--- src/logic/soc_config.svh ---
`ifndef SOC_CONFIG_SVH
`define SOC_CONFIG_SVH

// clk cycles per uart bit
`define SOC_BAUD_DIV 8

// words in the stand-in for external memory
`define SOC_MEM_DEPTH 64

// axi-lite address width, the address is the frame's byte index
`define SOC_ADDR_W 8

// axi-lite data width
`define SOC_DATA_W 32

`endif

--- src/logic/soc_pkg.sv ---
package soc_pkg;

   // opcodes sent by the host as the first frame byte
   typedef enum logic [7:0] {
      OP_WRITE = 8'h57,
      OP_READ  = 8'h52
   } cmd_op_e;

   // command engine states
   typedef enum logic [2:0] {
      GET_OP,
      GET_ADDR,
      GET_DATA,
      AXI_WRITE,
      AXI_RESP,
      AXI_READ,
      AXI_RDATA,
      SEND
   } eng_state_e;

   // reply bytes
   localparam logic [7:0] RSP_OK  = 8'h4B;
   localparam logic [7:0] RSP_ERR = 8'h45;
   localparam logic [7:0] RSP_BAD = 8'h3F;

   // axi response codes
   localparam logic [1:0] RESP_OKAY   = 2'b00;
   localparam logic [1:0] RESP_SLVERR = 2'b10;

endpackage

--- src/logic/axil_if.sv ---
`timescale 1ns/1ps
`include "soc_config.svh"

interface axil_if;

   // write address and data
   logic [`SOC_ADDR_W-1:0]     awaddr;
   logic                       awvalid;
   logic                       awready;
   logic [`SOC_DATA_W-1:0]     wdata;
   logic [`SOC_DATA_W/8-1:0]   wstrb;
   logic                       wvalid;
   logic                       wready;

   // write response
   logic [1:0]                 bresp;
   logic                       bvalid;
   logic                       bready;

   // read address and data
   logic [`SOC_ADDR_W-1:0]     araddr;
   logic                       arvalid;
   logic                       arready;
   logic [`SOC_DATA_W-1:0]     rdata;
   logic [1:0]                 rresp;
   logic                       rvalid;
   logic                       rready;

   modport master (
      output awaddr, awvalid, wdata, wstrb, wvalid, bready, araddr, arvalid, rready,
      input  awready, wready, bresp, bvalid, arready, rdata, rresp, rvalid
   );

   modport slave (
      input  awaddr, awvalid, wdata, wstrb, wvalid, bready, araddr, arvalid, rready,
      output awready, wready, bresp, bvalid, arready, rdata, rresp, rvalid
   );

endinterface

--- src/logic/cmd_engine.sv ---
`timescale 1ns/1ps
`include "soc_config.svh"

module cmd_engine (
   input  logic       clk,
   input  logic       rst_n,
   input  logic [7:0] rx_data,
   input  logic       rx_valid,
   output logic [7:0] tx_data,
   output logic       tx_valid,
   input  logic       tx_ready,
   axil_if.master     bus,
   output logic       trap
);

   soc_pkg::eng_state_e    state;
   soc_pkg::cmd_op_e       op;
   logic [`SOC_ADDR_W-1:0] addr;
   logic [`SOC_DATA_W-1:0] wdata;
   logic [1:0]             byte_cnt;
   logic [`SOC_DATA_W-1:0] queue;
   logic [2:0]             q_cnt;
   logic                   aw_done;
   logic                   w_done;

   assign bus.awaddr = addr;
   assign bus.araddr = addr;
   assign bus.wdata  = wdata;
   assign bus.wstrb  = '1;
   assign bus.bready = (state == soc_pkg::AXI_RESP);
   assign bus.rready = (state == soc_pkg::AXI_RDATA);

   // reply queue drains from its low byte
   assign tx_data  = queue[7:0];
   assign tx_valid = (state == soc_pkg::SEND);

   // channel handshake done, in this cycle or an earlier one
   assign aw_done = !bus.awvalid || bus.awready;
   assign w_done  = !bus.wvalid || bus.wready;

   always_ff @(posedge clk) begin
      if (!rst_n) begin
         state       <= soc_pkg::GET_OP;
         op          <= soc_pkg::OP_READ;
         byte_cnt    <= '0;
         q_cnt       <= '0;
         trap        <= 1'b0;
         bus.awvalid <= 1'b0;
         bus.wvalid  <= 1'b0;
         bus.arvalid <= 1'b0;
      end else begin
         case (state)
            soc_pkg::GET_OP: begin
               if (rx_valid) begin
                  if (rx_data == soc_pkg::OP_WRITE || rx_data == soc_pkg::OP_READ) begin
                     op    <= soc_pkg::cmd_op_e'(rx_data);
                     state <= soc_pkg::GET_ADDR;
                  end else begin
                     // unknown opcode, trap stays set until reset
                     queue <= {{(`SOC_DATA_W-8){1'b0}}, soc_pkg::RSP_BAD};
                     q_cnt <= 3'd1;
                     trap  <= 1'b1;
                     state <= soc_pkg::SEND;
                  end
               end
            end
            soc_pkg::GET_ADDR: begin
               if (rx_valid) begin
                  addr <= rx_data;
                  if (op == soc_pkg::OP_WRITE) begin
                     byte_cnt <= '0;
                     state    <= soc_pkg::GET_DATA;
                  end else begin
                     bus.arvalid <= 1'b1;
                     state       <= soc_pkg::AXI_READ;
                  end
               end
            end
            soc_pkg::GET_DATA: begin
               if (rx_valid) begin
                  // lsb first, so shift in from the top
                  wdata    <= {rx_data, wdata[`SOC_DATA_W-1:8]};
                  byte_cnt <= byte_cnt + 1'b1;
                  if (byte_cnt == 2'd3) begin
                     bus.awvalid <= 1'b1;
                     bus.wvalid  <= 1'b1;
                     state       <= soc_pkg::AXI_WRITE;
                  end
               end
            end
            soc_pkg::AXI_WRITE: begin
               if (bus.awready) begin
                  bus.awvalid <= 1'b0;
               end
               if (bus.wready) begin
                  bus.wvalid <= 1'b0;
               end
               if (aw_done && w_done) begin
                  state <= soc_pkg::AXI_RESP;
               end
            end
            soc_pkg::AXI_RESP: begin
               if (bus.bvalid) begin
                  queue <= {{(`SOC_DATA_W-8){1'b0}},
                            (bus.bresp == soc_pkg::RESP_OKAY) ? soc_pkg::RSP_OK
                                                               : soc_pkg::RSP_ERR};
                  q_cnt <= 3'd1;
                  state <= soc_pkg::SEND;
               end
            end
            soc_pkg::AXI_READ: begin
               if (bus.arready) begin
                  bus.arvalid <= 1'b0;
                  state       <= soc_pkg::AXI_RDATA;
               end
            end
            soc_pkg::AXI_RDATA: begin
               if (bus.rvalid) begin
                  if (bus.rresp == soc_pkg::RESP_OKAY) begin
                     queue <= bus.rdata;
                     q_cnt <= 3'd4;
                  end else begin
                     queue <= {{(`SOC_DATA_W-8){1'b0}}, soc_pkg::RSP_ERR};
                     q_cnt <= 3'd1;
                  end
                  state <= soc_pkg::SEND;
               end
            end
            soc_pkg::SEND: begin
               // wait here while the transmitter is busy
               if (tx_ready) begin
                  queue <= queue >> 8;
                  q_cnt <= q_cnt - 1'b1;
                  if (q_cnt == 3'd1) begin
                     state <= soc_pkg::GET_OP;
                  end
               end
            end
            default: state <= soc_pkg::GET_OP;
         endcase
      end
   end

   // write address must stay up, unchanged, until the slave takes it
   assert property (@(posedge clk) disable iff (!rst_n)
      bus.awvalid && !bus.awready |=> bus.awvalid && $stable(bus.awaddr));

endmodule

--- src/logic/mem_axil.sv ---
`timescale 1ns/1ps
`include "soc_config.svh"

module mem_axil (
   input  logic   clk,
   input  logic   rst_n,
   axil_if.slave  bus
);

   localparam int IDX_W = $clog2(`SOC_MEM_DEPTH);

   logic [`SOC_DATA_W-1:0] mem [`SOC_MEM_DEPTH];
   logic                   wr_rdy;
   logic                   rd_rdy;
   logic                   aw_in_range;
   logic                   ar_in_range;

   // address and data channels are accepted together
   assign bus.awready = wr_rdy;
   assign bus.wready  = wr_rdy;
   assign bus.arready = rd_rdy;

   assign aw_in_range = (bus.awaddr < `SOC_MEM_DEPTH);
   assign ar_in_range = (bus.araddr < `SOC_MEM_DEPTH);

   always_ff @(posedge clk) begin
      if (!rst_n) begin
         wr_rdy     <= 1'b0;
         rd_rdy     <= 1'b0;
         bus.bvalid <= 1'b0;
         bus.rvalid <= 1'b0;
      end else begin
         // one pulse per transaction, none while a response is pending
         wr_rdy <= bus.awvalid && bus.wvalid && !wr_rdy && !bus.bvalid;
         rd_rdy <= bus.arvalid && !rd_rdy && !bus.rvalid;
         if (wr_rdy) begin
            bus.bvalid <= 1'b1;
         end else if (bus.bready) begin
            bus.bvalid <= 1'b0;
         end
         if (rd_rdy) begin
            bus.rvalid <= 1'b1;
         end else if (bus.rready) begin
            bus.rvalid <= 1'b0;
         end
      end
   end

   // out of range writes leave memory alone
   always_ff @(posedge clk) begin
      if (wr_rdy) begin
         bus.bresp <= aw_in_range ? soc_pkg::RESP_OKAY : soc_pkg::RESP_SLVERR;
         if (aw_in_range) begin
            for (int b = 0; b < `SOC_DATA_W/8; b++) begin
               if (bus.wstrb[b]) begin
                  mem[bus.awaddr[IDX_W-1:0]][8*b +: 8] <= bus.wdata[8*b +: 8];
               end
            end
         end
      end
      if (rd_rdy) begin
         bus.rresp <= ar_in_range ? soc_pkg::RESP_OKAY : soc_pkg::RESP_SLVERR;
         bus.rdata <= ar_in_range ? mem[bus.araddr[IDX_W-1:0]] : '0;
      end
   end

   // responses wait for the master
   assert property (@(posedge clk) disable iff (!rst_n)
      bus.bvalid && !bus.bready |=> bus.bvalid && $stable(bus.bresp));

   assert property (@(posedge clk) disable iff (!rst_n)
      bus.rvalid && !bus.rready |=> bus.rvalid && $stable(bus.rdata));

endmodule

--- src/logic/top_system.sv ---
`timescale 1ns/1ps

module top_system (
   input  logic clk,
   input  logic rst_n,
   input  logic uart_rxd,
   output logic uart_txd,
   output logic trap
);

   logic [7:0] rx_data;
   logic       rx_valid;
   logic [7:0] tx_data;
   logic       tx_valid;
   logic       tx_ready;

   // engine to memory
   axil_if axil ();

   uart_rx uart_rx_i (
      .clk      (clk),
      .rst_n    (rst_n),
      .uart_rxd (uart_rxd),
      .rx_data  (rx_data),
      .rx_valid (rx_valid)
   );

   cmd_engine cmd_engine_i (
      .clk      (clk),
      .rst_n    (rst_n),
      .rx_data  (rx_data),
      .rx_valid (rx_valid),
      .tx_data  (tx_data),
      .tx_valid (tx_valid),
      .tx_ready (tx_ready),
      .bus      (axil.master),
      .trap     (trap)
   );

   // stands in for the ddr controller
   mem_axil mem_axil_i (
      .clk   (clk),
      .rst_n (rst_n),
      .bus   (axil.slave)
   );

   uart_tx uart_tx_i (
      .clk      (clk),
      .rst_n    (rst_n),
      .tx_data  (tx_data),
      .tx_valid (tx_valid),
      .tx_ready (tx_ready),
      .uart_txd (uart_txd)
   );

endmodule

--- src/logic/uart_rx.sv ---
`timescale 1ns/1ps
`include "soc_config.svh"

module uart_rx (
   input  logic       clk,
   input  logic       rst_n,
   input  logic       uart_rxd,
   output logic [7:0] rx_data,
   output logic       rx_valid
);

   localparam int CNT_W = $clog2(`SOC_BAUD_DIV);
   localparam int HALF  = `SOC_BAUD_DIV / 2;

   logic [1:0]       rxd_sync;
   logic             busy;
   logic [3:0]       bit_idx;
   logic [CNT_W-1:0] baud_cnt;

   // two flops on the async line, idle high
   always_ff @(posedge clk) begin
      if (!rst_n) begin
         rxd_sync <= 2'b11;
      end else begin
         rxd_sync <= {rxd_sync[0], uart_rxd};
      end
   end

   // bit_idx 0 is start, 1 to 8 data, 9 stop
   always_ff @(posedge clk) begin
      if (!rst_n) begin
         busy     <= 1'b0;
         bit_idx  <= '0;
         baud_cnt <= '0;
         rx_valid <= 1'b0;
      end else begin
         rx_valid <= 1'b0;
         if (!busy) begin
            if (!rxd_sync[1]) begin
               // half a bit puts the sample point mid start bit
               busy     <= 1'b1;
               bit_idx  <= '0;
               baud_cnt <= CNT_W'(HALF - 1);
            end
         end else if (baud_cnt != '0) begin
            baud_cnt <= baud_cnt - 1'b1;
         end else begin
            baud_cnt <= CNT_W'(`SOC_BAUD_DIV - 1);
            bit_idx  <= bit_idx + 1'b1;
            if (bit_idx == 4'd0 && rxd_sync[1]) begin
               busy <= 1'b0;  // start glitch, back to idle
            end else if (bit_idx == 4'd9) begin
               busy     <= 1'b0;
               // framing error if stop bit is low
               rx_valid <= rxd_sync[1];
            end
         end
      end
   end

   // data bits come lsb first
   always_ff @(posedge clk) begin
      if (busy && baud_cnt == '0 && bit_idx >= 4'd1 && bit_idx <= 4'd8) begin
         rx_data <= {rxd_sync[1], rx_data[7:1]};
      end
   end

endmodule

--- src/logic/uart_tx.sv ---
`timescale 1ns/1ps
`include "soc_config.svh"

module uart_tx (
   input  logic       clk,
   input  logic       rst_n,
   input  logic [7:0] tx_data,
   input  logic       tx_valid,
   output logic       tx_ready,
   output logic       uart_txd
);

   localparam int CNT_W = $clog2(`SOC_BAUD_DIV);

   logic             busy;
   logic [8:0]       shift;
   logic [3:0]       bits_left;
   logic [CNT_W-1:0] baud_cnt;

   assign tx_ready = !busy;

   always_ff @(posedge clk) begin
      if (!rst_n) begin
         busy      <= 1'b0;
         bits_left <= '0;
         baud_cnt  <= '0;
         uart_txd  <= 1'b1;
      end else if (!busy) begin
         if (tx_valid) begin
            // start bit goes out on the next edge
            busy      <= 1'b1;
            uart_txd  <= 1'b0;
            bits_left <= 4'd9;
            baud_cnt  <= CNT_W'(`SOC_BAUD_DIV - 1);
         end
      end else if (baud_cnt != '0) begin
         baud_cnt <= baud_cnt - 1'b1;
      end else if (bits_left == '0) begin
         busy <= 1'b0;  // stop bit finished
      end else begin
         uart_txd  <= shift[0];
         bits_left <= bits_left - 1'b1;
         baud_cnt  <= CNT_W'(`SOC_BAUD_DIV - 1);
      end
   end

   // eight data bits lsb first, then the stop bit
   always_ff @(posedge clk) begin
      if (!busy && tx_valid) begin
         shift <= {1'b1, tx_data};
      end else if (busy && baud_cnt == '0 && bits_left != '0) begin
         shift <= {1'b1, shift[8:1]};
      end
   end

   // sender must hold the byte while the line is busy
   assert property (@(posedge clk) disable iff (!rst_n)
      tx_valid && !tx_ready |=> tx_valid && $stable(tx_data));

endmodule

--- config.mk ---
export PLATFORM = sky130hd
export DESIGN_NAME = top_system
export DESIGN_NICKNAME = d
export VERILOG_FILES = /design/src/logic/soc_pkg.sv /design/src/logic/axil_if.sv /design/src/logic/cmd_engine.sv /design/src/logic/mem_axil.sv /design/src/logic/top_system.sv /design/src/logic/uart_rx.sv /design/src/logic/uart_tx.sv
export VERILOG_INCLUDE_DIRS = /design/src /design/src/logic
export SDC_FILE = /design/constraint.sdc
export NUM_CORES = 2
export LEC_CHECK = 0
export BUFFER_PORTS_ARGS = -buffer_cell sky130_fd_sc_hd__buf_2
export CAP_MARGIN = 25
export CORE_MARGIN = 2
export CORE_UTILIZATION = 50
export DETAILED_ROUTE_END_ITERATION = 10
export PLACE_DENSITY_LB_ADDON = 0.2
export SLEW_MARGIN = 0
export SYNTH_ARGS = -nofsm -noshare
export SYNTH_HDL_FRONTEND = slang
export SYNTH_SLANG_ARGS = --single-unit
--- constraint.sdc ---
create_clock -name clk -period 3.6 [get_ports clk]
set_clock_uncertainty 0.1 [all_clocks]
set_input_delay 0.36 -clock clk [delete_from_list [all_inputs] [get_ports clk]]
set_output_delay 0.36 -clock clk [all_outputs]
set_load 0.02 [all_outputs]
[Word-level counts from Yosys, hierarchy flattened]
Memory sizes are Yosys's and may differ from the RTL's. A register that Yosys moved wholly into a read port is not among the register bits.
Cells that the tools add are included.
Storage, ports and cells
  register bits: 135
  bits in writable memories: 2048
  input port bits: 3
  output and inout port bits: 2
  memories kept: 1
Memory list
  mem_axil_i.mem: depth 64, width 32, rd ports 1, clocked after Yosys merged registers in 1, wr ports 1, line mem_axil.sv:12  | logic [`SOC_DATA_W-1:0] mem [`SOC_MEM_DEPTH];
Operators by class
  add/sub/neg operators: 6
  $lt $le $gt $ge: 3
  eq/ne operators: 32
  mux-type cells: 77
  bitwise logic cells: 4
  reduce and logical (&&, ||, !) cells: 52
Operators by type and width (number)
  $mux W32: 6
  $pmux W32 S4: 1
  $mux W3: 25
  $mux W4: 8
  $mux W1: 26
  $eq A8 B7 Y1 const B: 3
  $pmux W3 S8: 1
  $ne A2 B2 Y1 const B: 11
  $mux W8: 2
  $reduce_and A3 Y1: 5
  $ne A2 B1 Y1 const B: 7
  $reduce_bool A2 Y1: 7
  $eq A3 B3 Y1 const B: 4
  $pmux W3 S4: 1
  $reduce_and A4 Y1: 3
  $logic_and A1 B1 Y1: 11
  $reduce_and A10 Y1: 1
  $logic_not A3 Y1: 3
  $sub A3 B1 Y3 const B: 3
  $logic_not A4 Y1: 2
  $lt A8 B7 Y1 const B: 1
  $mux W2: 4
  $reduce_bool A4 Y1: 2
  $logic_not A1 Y1: 7
  other kinds (20): 30

[Logic depth before layout (Yosys ltp)]
  word-level depth: 5
  gate-level depth with buffers: 11
  mapped depth without buffers: 8

[Hierarchy]
Synthesis repeated with hierarchy kept, for this count alone.
Second synthesis, totals
  cell total of the unflattened synthesis: 4119
  area total of the unflattened synthesis: 86208.9 um2
Modules (own cells, without submodules)
  mem_axil: instances 1, cells an instance 3675, area an instance 80679.9 um2
  cmd_engine: instances 1, cells an instance 289, area an instance 3876.2 um2
  uart_tx: instances 1, cells an instance 88, area an instance 855.8 um2
  uart_rx: instances 1, cells an instance 67, area an instance 797.0 um2

[Worst setup path before layout]
No wires, ideal clock.
  kind: register -> register
  start point: register cmd_engine_i.addr[2] (netlist: cmd_engine_i.bus.araddr[2])
  end point: memory mem_axil_i.mem[18][0] in the netlist's numbering, enable pin
  arrival time: 3.080 ns
  required time: 3.079 ns
  slack: -0.002 ns
  stages on the path, launching flop included: 8
  path buffers: 4
  cells stage by stage: edfxtp_1 > buf_4 > buf_4 > buf_4 > nor2_2 > buf_2 > nand3_1 > nor2_1
On the way
  cells in the longest elaborated chain, start to end: 4
Ends and longest elaborated chain
  from (decl): line cmd_engine.sv:18  | logic [`SOC_ADDR_W-1:0] addr;
  from (signal assigned): line cmd_engine.sv:69  | addr <= rx_data;
  $lt A8 B7 Y1 (no line)
  $mux W1: line mem_axil.sv:53  | if (aw_in_range) begin
  $mux W1: line mem_axil.sv:51  | if (wr_rdy) begin
  $mux W1 (implied by the code): line mem_axil.sv:56  | mem[bus.awaddr[IDX_W-1:0]][8*b +: 8] <= bus.wdata[8*b +: 8];
  to (decl): line mem_axil.sv:12
Several ways; a longest one is shown, not always the timed one.

[Final worst setup path]
  start point: register cmd_engine_i.addr[1] (netlist: cmd_engine_i.bus.araddr[1])
  end point: register mem_axil_i.bus.rdata[28], read port of mem_axil_i.mem, data pin
On the way
  cells in the longest elaborated chain, start to end: 2
Ends and longest elaborated chain
  $lt A8 B7 Y1 (no line)
  $logic_not A1 Y1 (no line)
  to (decl): line axil_if.sv:36  | output awready, wready, bresp, bvalid, arready, rdata, rresp, rvalid
Several ways; a longest one is shown, not always the timed one.
A chain may end at the register's enable or synchronous reset.

==> results.md <==
- Failing checks: negative setup slack
- Share of final-layout standard cells stronger than drive strength 1: 0.177
- Worst IR drop on VDD: 0.438 mV
- Post-synthesis cell count: around 4800
- Worst path max stage delay: about 0.43 ns
- Non-filler instance count after layout: 7488
- Area of the die: 0.174 mm^2
- Net switching power of the design: approximately 9.7 mW
- Detailed Place HPWL: 145 mm
- Number of distinct standard cells referenced by the synthesized netlist: 71
- Register clock-pin slew on the reported worst setup and hold paths: 0.06 ns
- Residual antenna-violating net count after detailed routing: 0
- Share of the cycle needed by the critical path after routing: 1.02
- Arr. time, crit path: 4.11 ns
- Internal portion of total power: 40.2 mW
- Worst path top cell family by delay: buffers and inverters
- Area taken by flip-flops and latches: between 0.06 and 0.07 mm^2
- Hold WS: 0.299 ns
- CTS tree: yes
- Slew Limit Headroom: 0.296
- Post-route setup slack: -0.0589 ns
- I/O Buffers: 4
- Share of synthesized flip-flops with an asynchronous set or reset: 0
- Number of nets produced by synthesis: 4785
- Number of global-route vias before repair: 45441
- Run status: finished with violations
- Area growth from synthesis to layout: 15.0%
- Number of synthesized flops with an enable pin: 2170
- Via Count: 47439
- F_max: approximately 270 MHz
- Antenna violations before repair: 17
- Pin count of the biggest net entering global routing: 123
- Switching share of power: 0.194
- Worst min path class: in2reg
- Weighted congestion at the end of routability-driven global placement: 0.868
- Final Hold Vio Count: 0
- Flip-flop and latch count after synthesis: 2213
- FILL cells: between 10000 and 15000
- Worst setup SP type: flop
- Critical path fanouts, max: 18
- Most frequent cells in the layout: sky130_fd_sc_hd__edfxtp_1 (2170), sky130_fd_sc_hd__mux2i_1 (618), sky130_fd_sc_hd__buf_4 (293), sky130_fd_sc_hd__clkbuf_16 (217), sky130_fd_sc_hd__a22oi_1 (174)
- Slew at the pin closest to its max-slew limit: 1.06 ns
- Layout Nets: about 5100
- Area used by multi-input combinational logic: 0.0183 mm^2
- DRC Markers: 0
- Die Height: approximately 420 um
- P per Cell Area: 507 mW/mm^2
- Total standard cell area after synthesis: 0.0855 mm^2
- Min Tclk post-route: 3.66 ns
- Count of warnings emitted by yosys: 0
- Most frequent CP cell: sky130_fd_sc_hd__buf_4
- Endpoints failing setup: 2
- Most common library cell in the layout ignoring fill and taps: sky130_fd_sc_hd__edfxtp_1
- Clock buffer count from CTS: 216
- Max-cap viol count: 0
- Post-Place Cells: roughly 7100
- I/O pin count: 5
- Routed wire length: 246 mm
- Starting DRT DRC Count: 6566
- Num rows: 151
- Sequential fraction of the synthesis area: 0.772
- First-pass iteration count of the detailed router: 6
- Mean cell area of the mapped netlist: 17.9 um^2
- Critical path, cell by cell: buf_4 > nand2b_1 > buf_4 > o22ai_1 > o21ai_0 > buf_4 > nand4_1 > buf_4 > a211oi_1 > o32ai_1
- Routed vias/inst: 6.34
- Number of levels the H-tree was split into: 4
- First-pass GRT wire length: ~350 mm
- Remaining global-route overflow: 0
- Core Area: 0.170 mm^2
- Power share of the combinational group: 0.001
- Kind of end point of the critical path: flop
- Share of total power in sequential cells: 0.559
- Most frequently used flop master after synthesis: sky130_fd_sc_hd__edfxtp_1
- Critical Setup Path Class: reg2reg
- Chip Width: 418 um
- Crit path buf inv count: 4
- GRT Overall Usage: 0.280
- Latest clock arrival within the worst-skew pair: 0.87 ns
- Leakage dissipation: between 30 and 40 nW
- Library cell contributing the largest single delay on the critical path: sky130_fd_sc_hd__edfxtp_1
- Clock share of power: 0.441
- Worst slack at placement: -0.0999 ns
- Number of clock sinks: 2213
- Initial standard-cell utilization of the core: 0.504
- Final number of max-transition violations: 0
- Maximum buffer depth of the clock tree: 3
- Cell chosen for the clock root: sky130_fd_sc_hd__clkbuf_16
- Data required, critical path: between 4 and 5 ns
- Average wire per cell in the routed design: 32.9 um
==> final timing paths <==
check	from	to	slack, ns	cells after the start
setup / recovery	cmd_engine_i.bus.araddr[1]	mem_axil_i.bus.rdata[28]	-0.06	10
hold reg to reg	uart_rx_i.rxd_sync[0]	uart_rx_i.rxd_sync[1]	0.32	1
hold / removal	rst_n	uart_rx_i.rxd_sync[1]	0.30	3
setup reg to reg	cmd_engine_i.bus.araddr[1]	mem_axil_i.bus.rdata[28]	-0.06	10
==> worst reg2reg max path, cell delays in order, from the launching register on <==
cell and delay (ns):
sky130_fd_sc_hd__edfxtp_1 0.43, sky130_fd_sc_hd__buf_4 0.35, sky130_fd_sc_hd__nand2b_1 0.34, sky130_fd_sc_hd__buf_4 0.32, sky130_fd_sc_hd__o22ai_1 0.15, sky130_fd_sc_hd__o21ai_0 0.39
sky130_fd_sc_hd__buf_4 0.20, sky130_fd_sc_hd__nand4_1 0.34, sky130_fd_sc_hd__buf_4 0.29, sky130_fd_sc_hd__a211oi_1 0.29, sky130_fd_sc_hd__o32ai_1 0.17
==> cells in the mapped netlist (all sizes together), types with 70 or more instances <==
library cell / n / area [um^2]
edfxtp: 2170 / 65200
o21ai: 131 / 656
a221oi: 147 / 1290
o22ai: 108 / 676
mux4: 70 / 1580
a21oi: 119 / 596
a22oi: 174 / 1310
mux2: 77 / 875
clkbuf: 101 / 379
nand2: 120 / 450
nor2: 224 / 846
mux2i: 618 / 6190
buf: 206 / 1370
nand3: 93 / 465
==> power groups by stage <==
| stage | Sequential, mW | Clock, mW | Combinational [mW] |
|---|---|---|---|
| 2_1_floorplan | 28.4 | 0 | 0.0238 |
| 3_3_place_gp | 28.4 | 0 | 0.0291 |
| 3_5_place_dp | 28.4 | 0 | 0.0303 |
| 4_1_cts | 27.8 | 22.2 | 0.0328 |
| 5_1_grt | 27.8 | 23.3 | 0.0370 |
| 6_report | 27.8 | 22.0 | 0.0325 |
==> logic make-up after synthesis <==
family,count (synthesis),synth area share
and+or+nand+nor,580,0.0317
DFF,2213,0.772
buffers and inverters,325,0.0212
muxes,765,0.101
xor gates and xnor gates,4,0.000410
adders and majority gates,12,0.00176
AOI/OAI and AO/OA,871,0.0719
==> flip-flops by register name (all words and copies together) (netlist names), 2 cells and up <==
| name | cells |
|---|---|
| uart_rx_i.baud_cnt | 3 |
| uart_rx_i.rxd_sync | 2 |
| uart_tx_i.bits_left | 4 |
| cmd_engine_i.bus.wdata | 32 |
| uart_rx_i.bit_idx | 4 |
| uart_tx_i.baud_cnt | 3 |
| cmd_engine_i.byte_cnt | 2 |
| mem_axil_i.mem | 2048 |
| mem_axil_i.bus.rdata | 32 |
| cmd_engine_i.bus.araddr | 8 |
| cmd_engine_i.state | 3 |
| cmd_engine_i.op | 8 |
| uart_tx_i.shift | 8 |
| cmd_engine_i.queue | 32 |
| uart_rx_i.rx_data | 8 |
| cmd_engine_i.q_cnt | 3 |
==> routing by layer <==
| metal | global-route usage | wire length (um) |
|---|---|---|
| met1 | 0.386 | 95600 |
| met2 | 0.445 | 117000 |
| met3 | 0.0585 | 24500 |
| met4 | 0.100 | 9510 |
| met5 | 0 | 51 |
==> what timing repair did <==
| action | in CTS | in global routing |
|---|---|---|
| hold endpoints to repair | 13 | 0 |
| resized for setup | 2 | 3 |
| hold buffers | 3 | 0 |
| gates cloned | 1 | 1 |
| setup endpoints to repair | 4 | 6 |
| setup buffers | 0 | 9 |
==> final cells by class <==
type | count | share of cell area
sequential | 2213 | 0.671
multi-input combinational | 2234 | 0.186
clock buffer | 276 | 0.0575
timing repair buffer | 406 | 0.0442
tap | 2218 | 0.0282
clock inverter | 122 | 0.0123
inverter | 18 | 0.000700
antenna | 1 | 0.0000254
==> metrics by stage <==
step | TNS (ns) | total power, mW | instance area [um^2] | util
3_3_place_gp | -0.522 | 28.4 | 91300 | 0.538
6_report | -0.0605 | 49.9 | 98400 | 0.580
4_1_cts | 0 | 50.1 | 98200 | 0.579
2_1_floorplan | -0.204 | 28.4 | 85500 | -
3_5_place_dp | -0.256 | 28.4 | 91300 | 0.538
5_1_grt | -0.00216 | 51.1 | 98400 | 0.580
No activity file was read; power rests on OpenSTA's default activity.
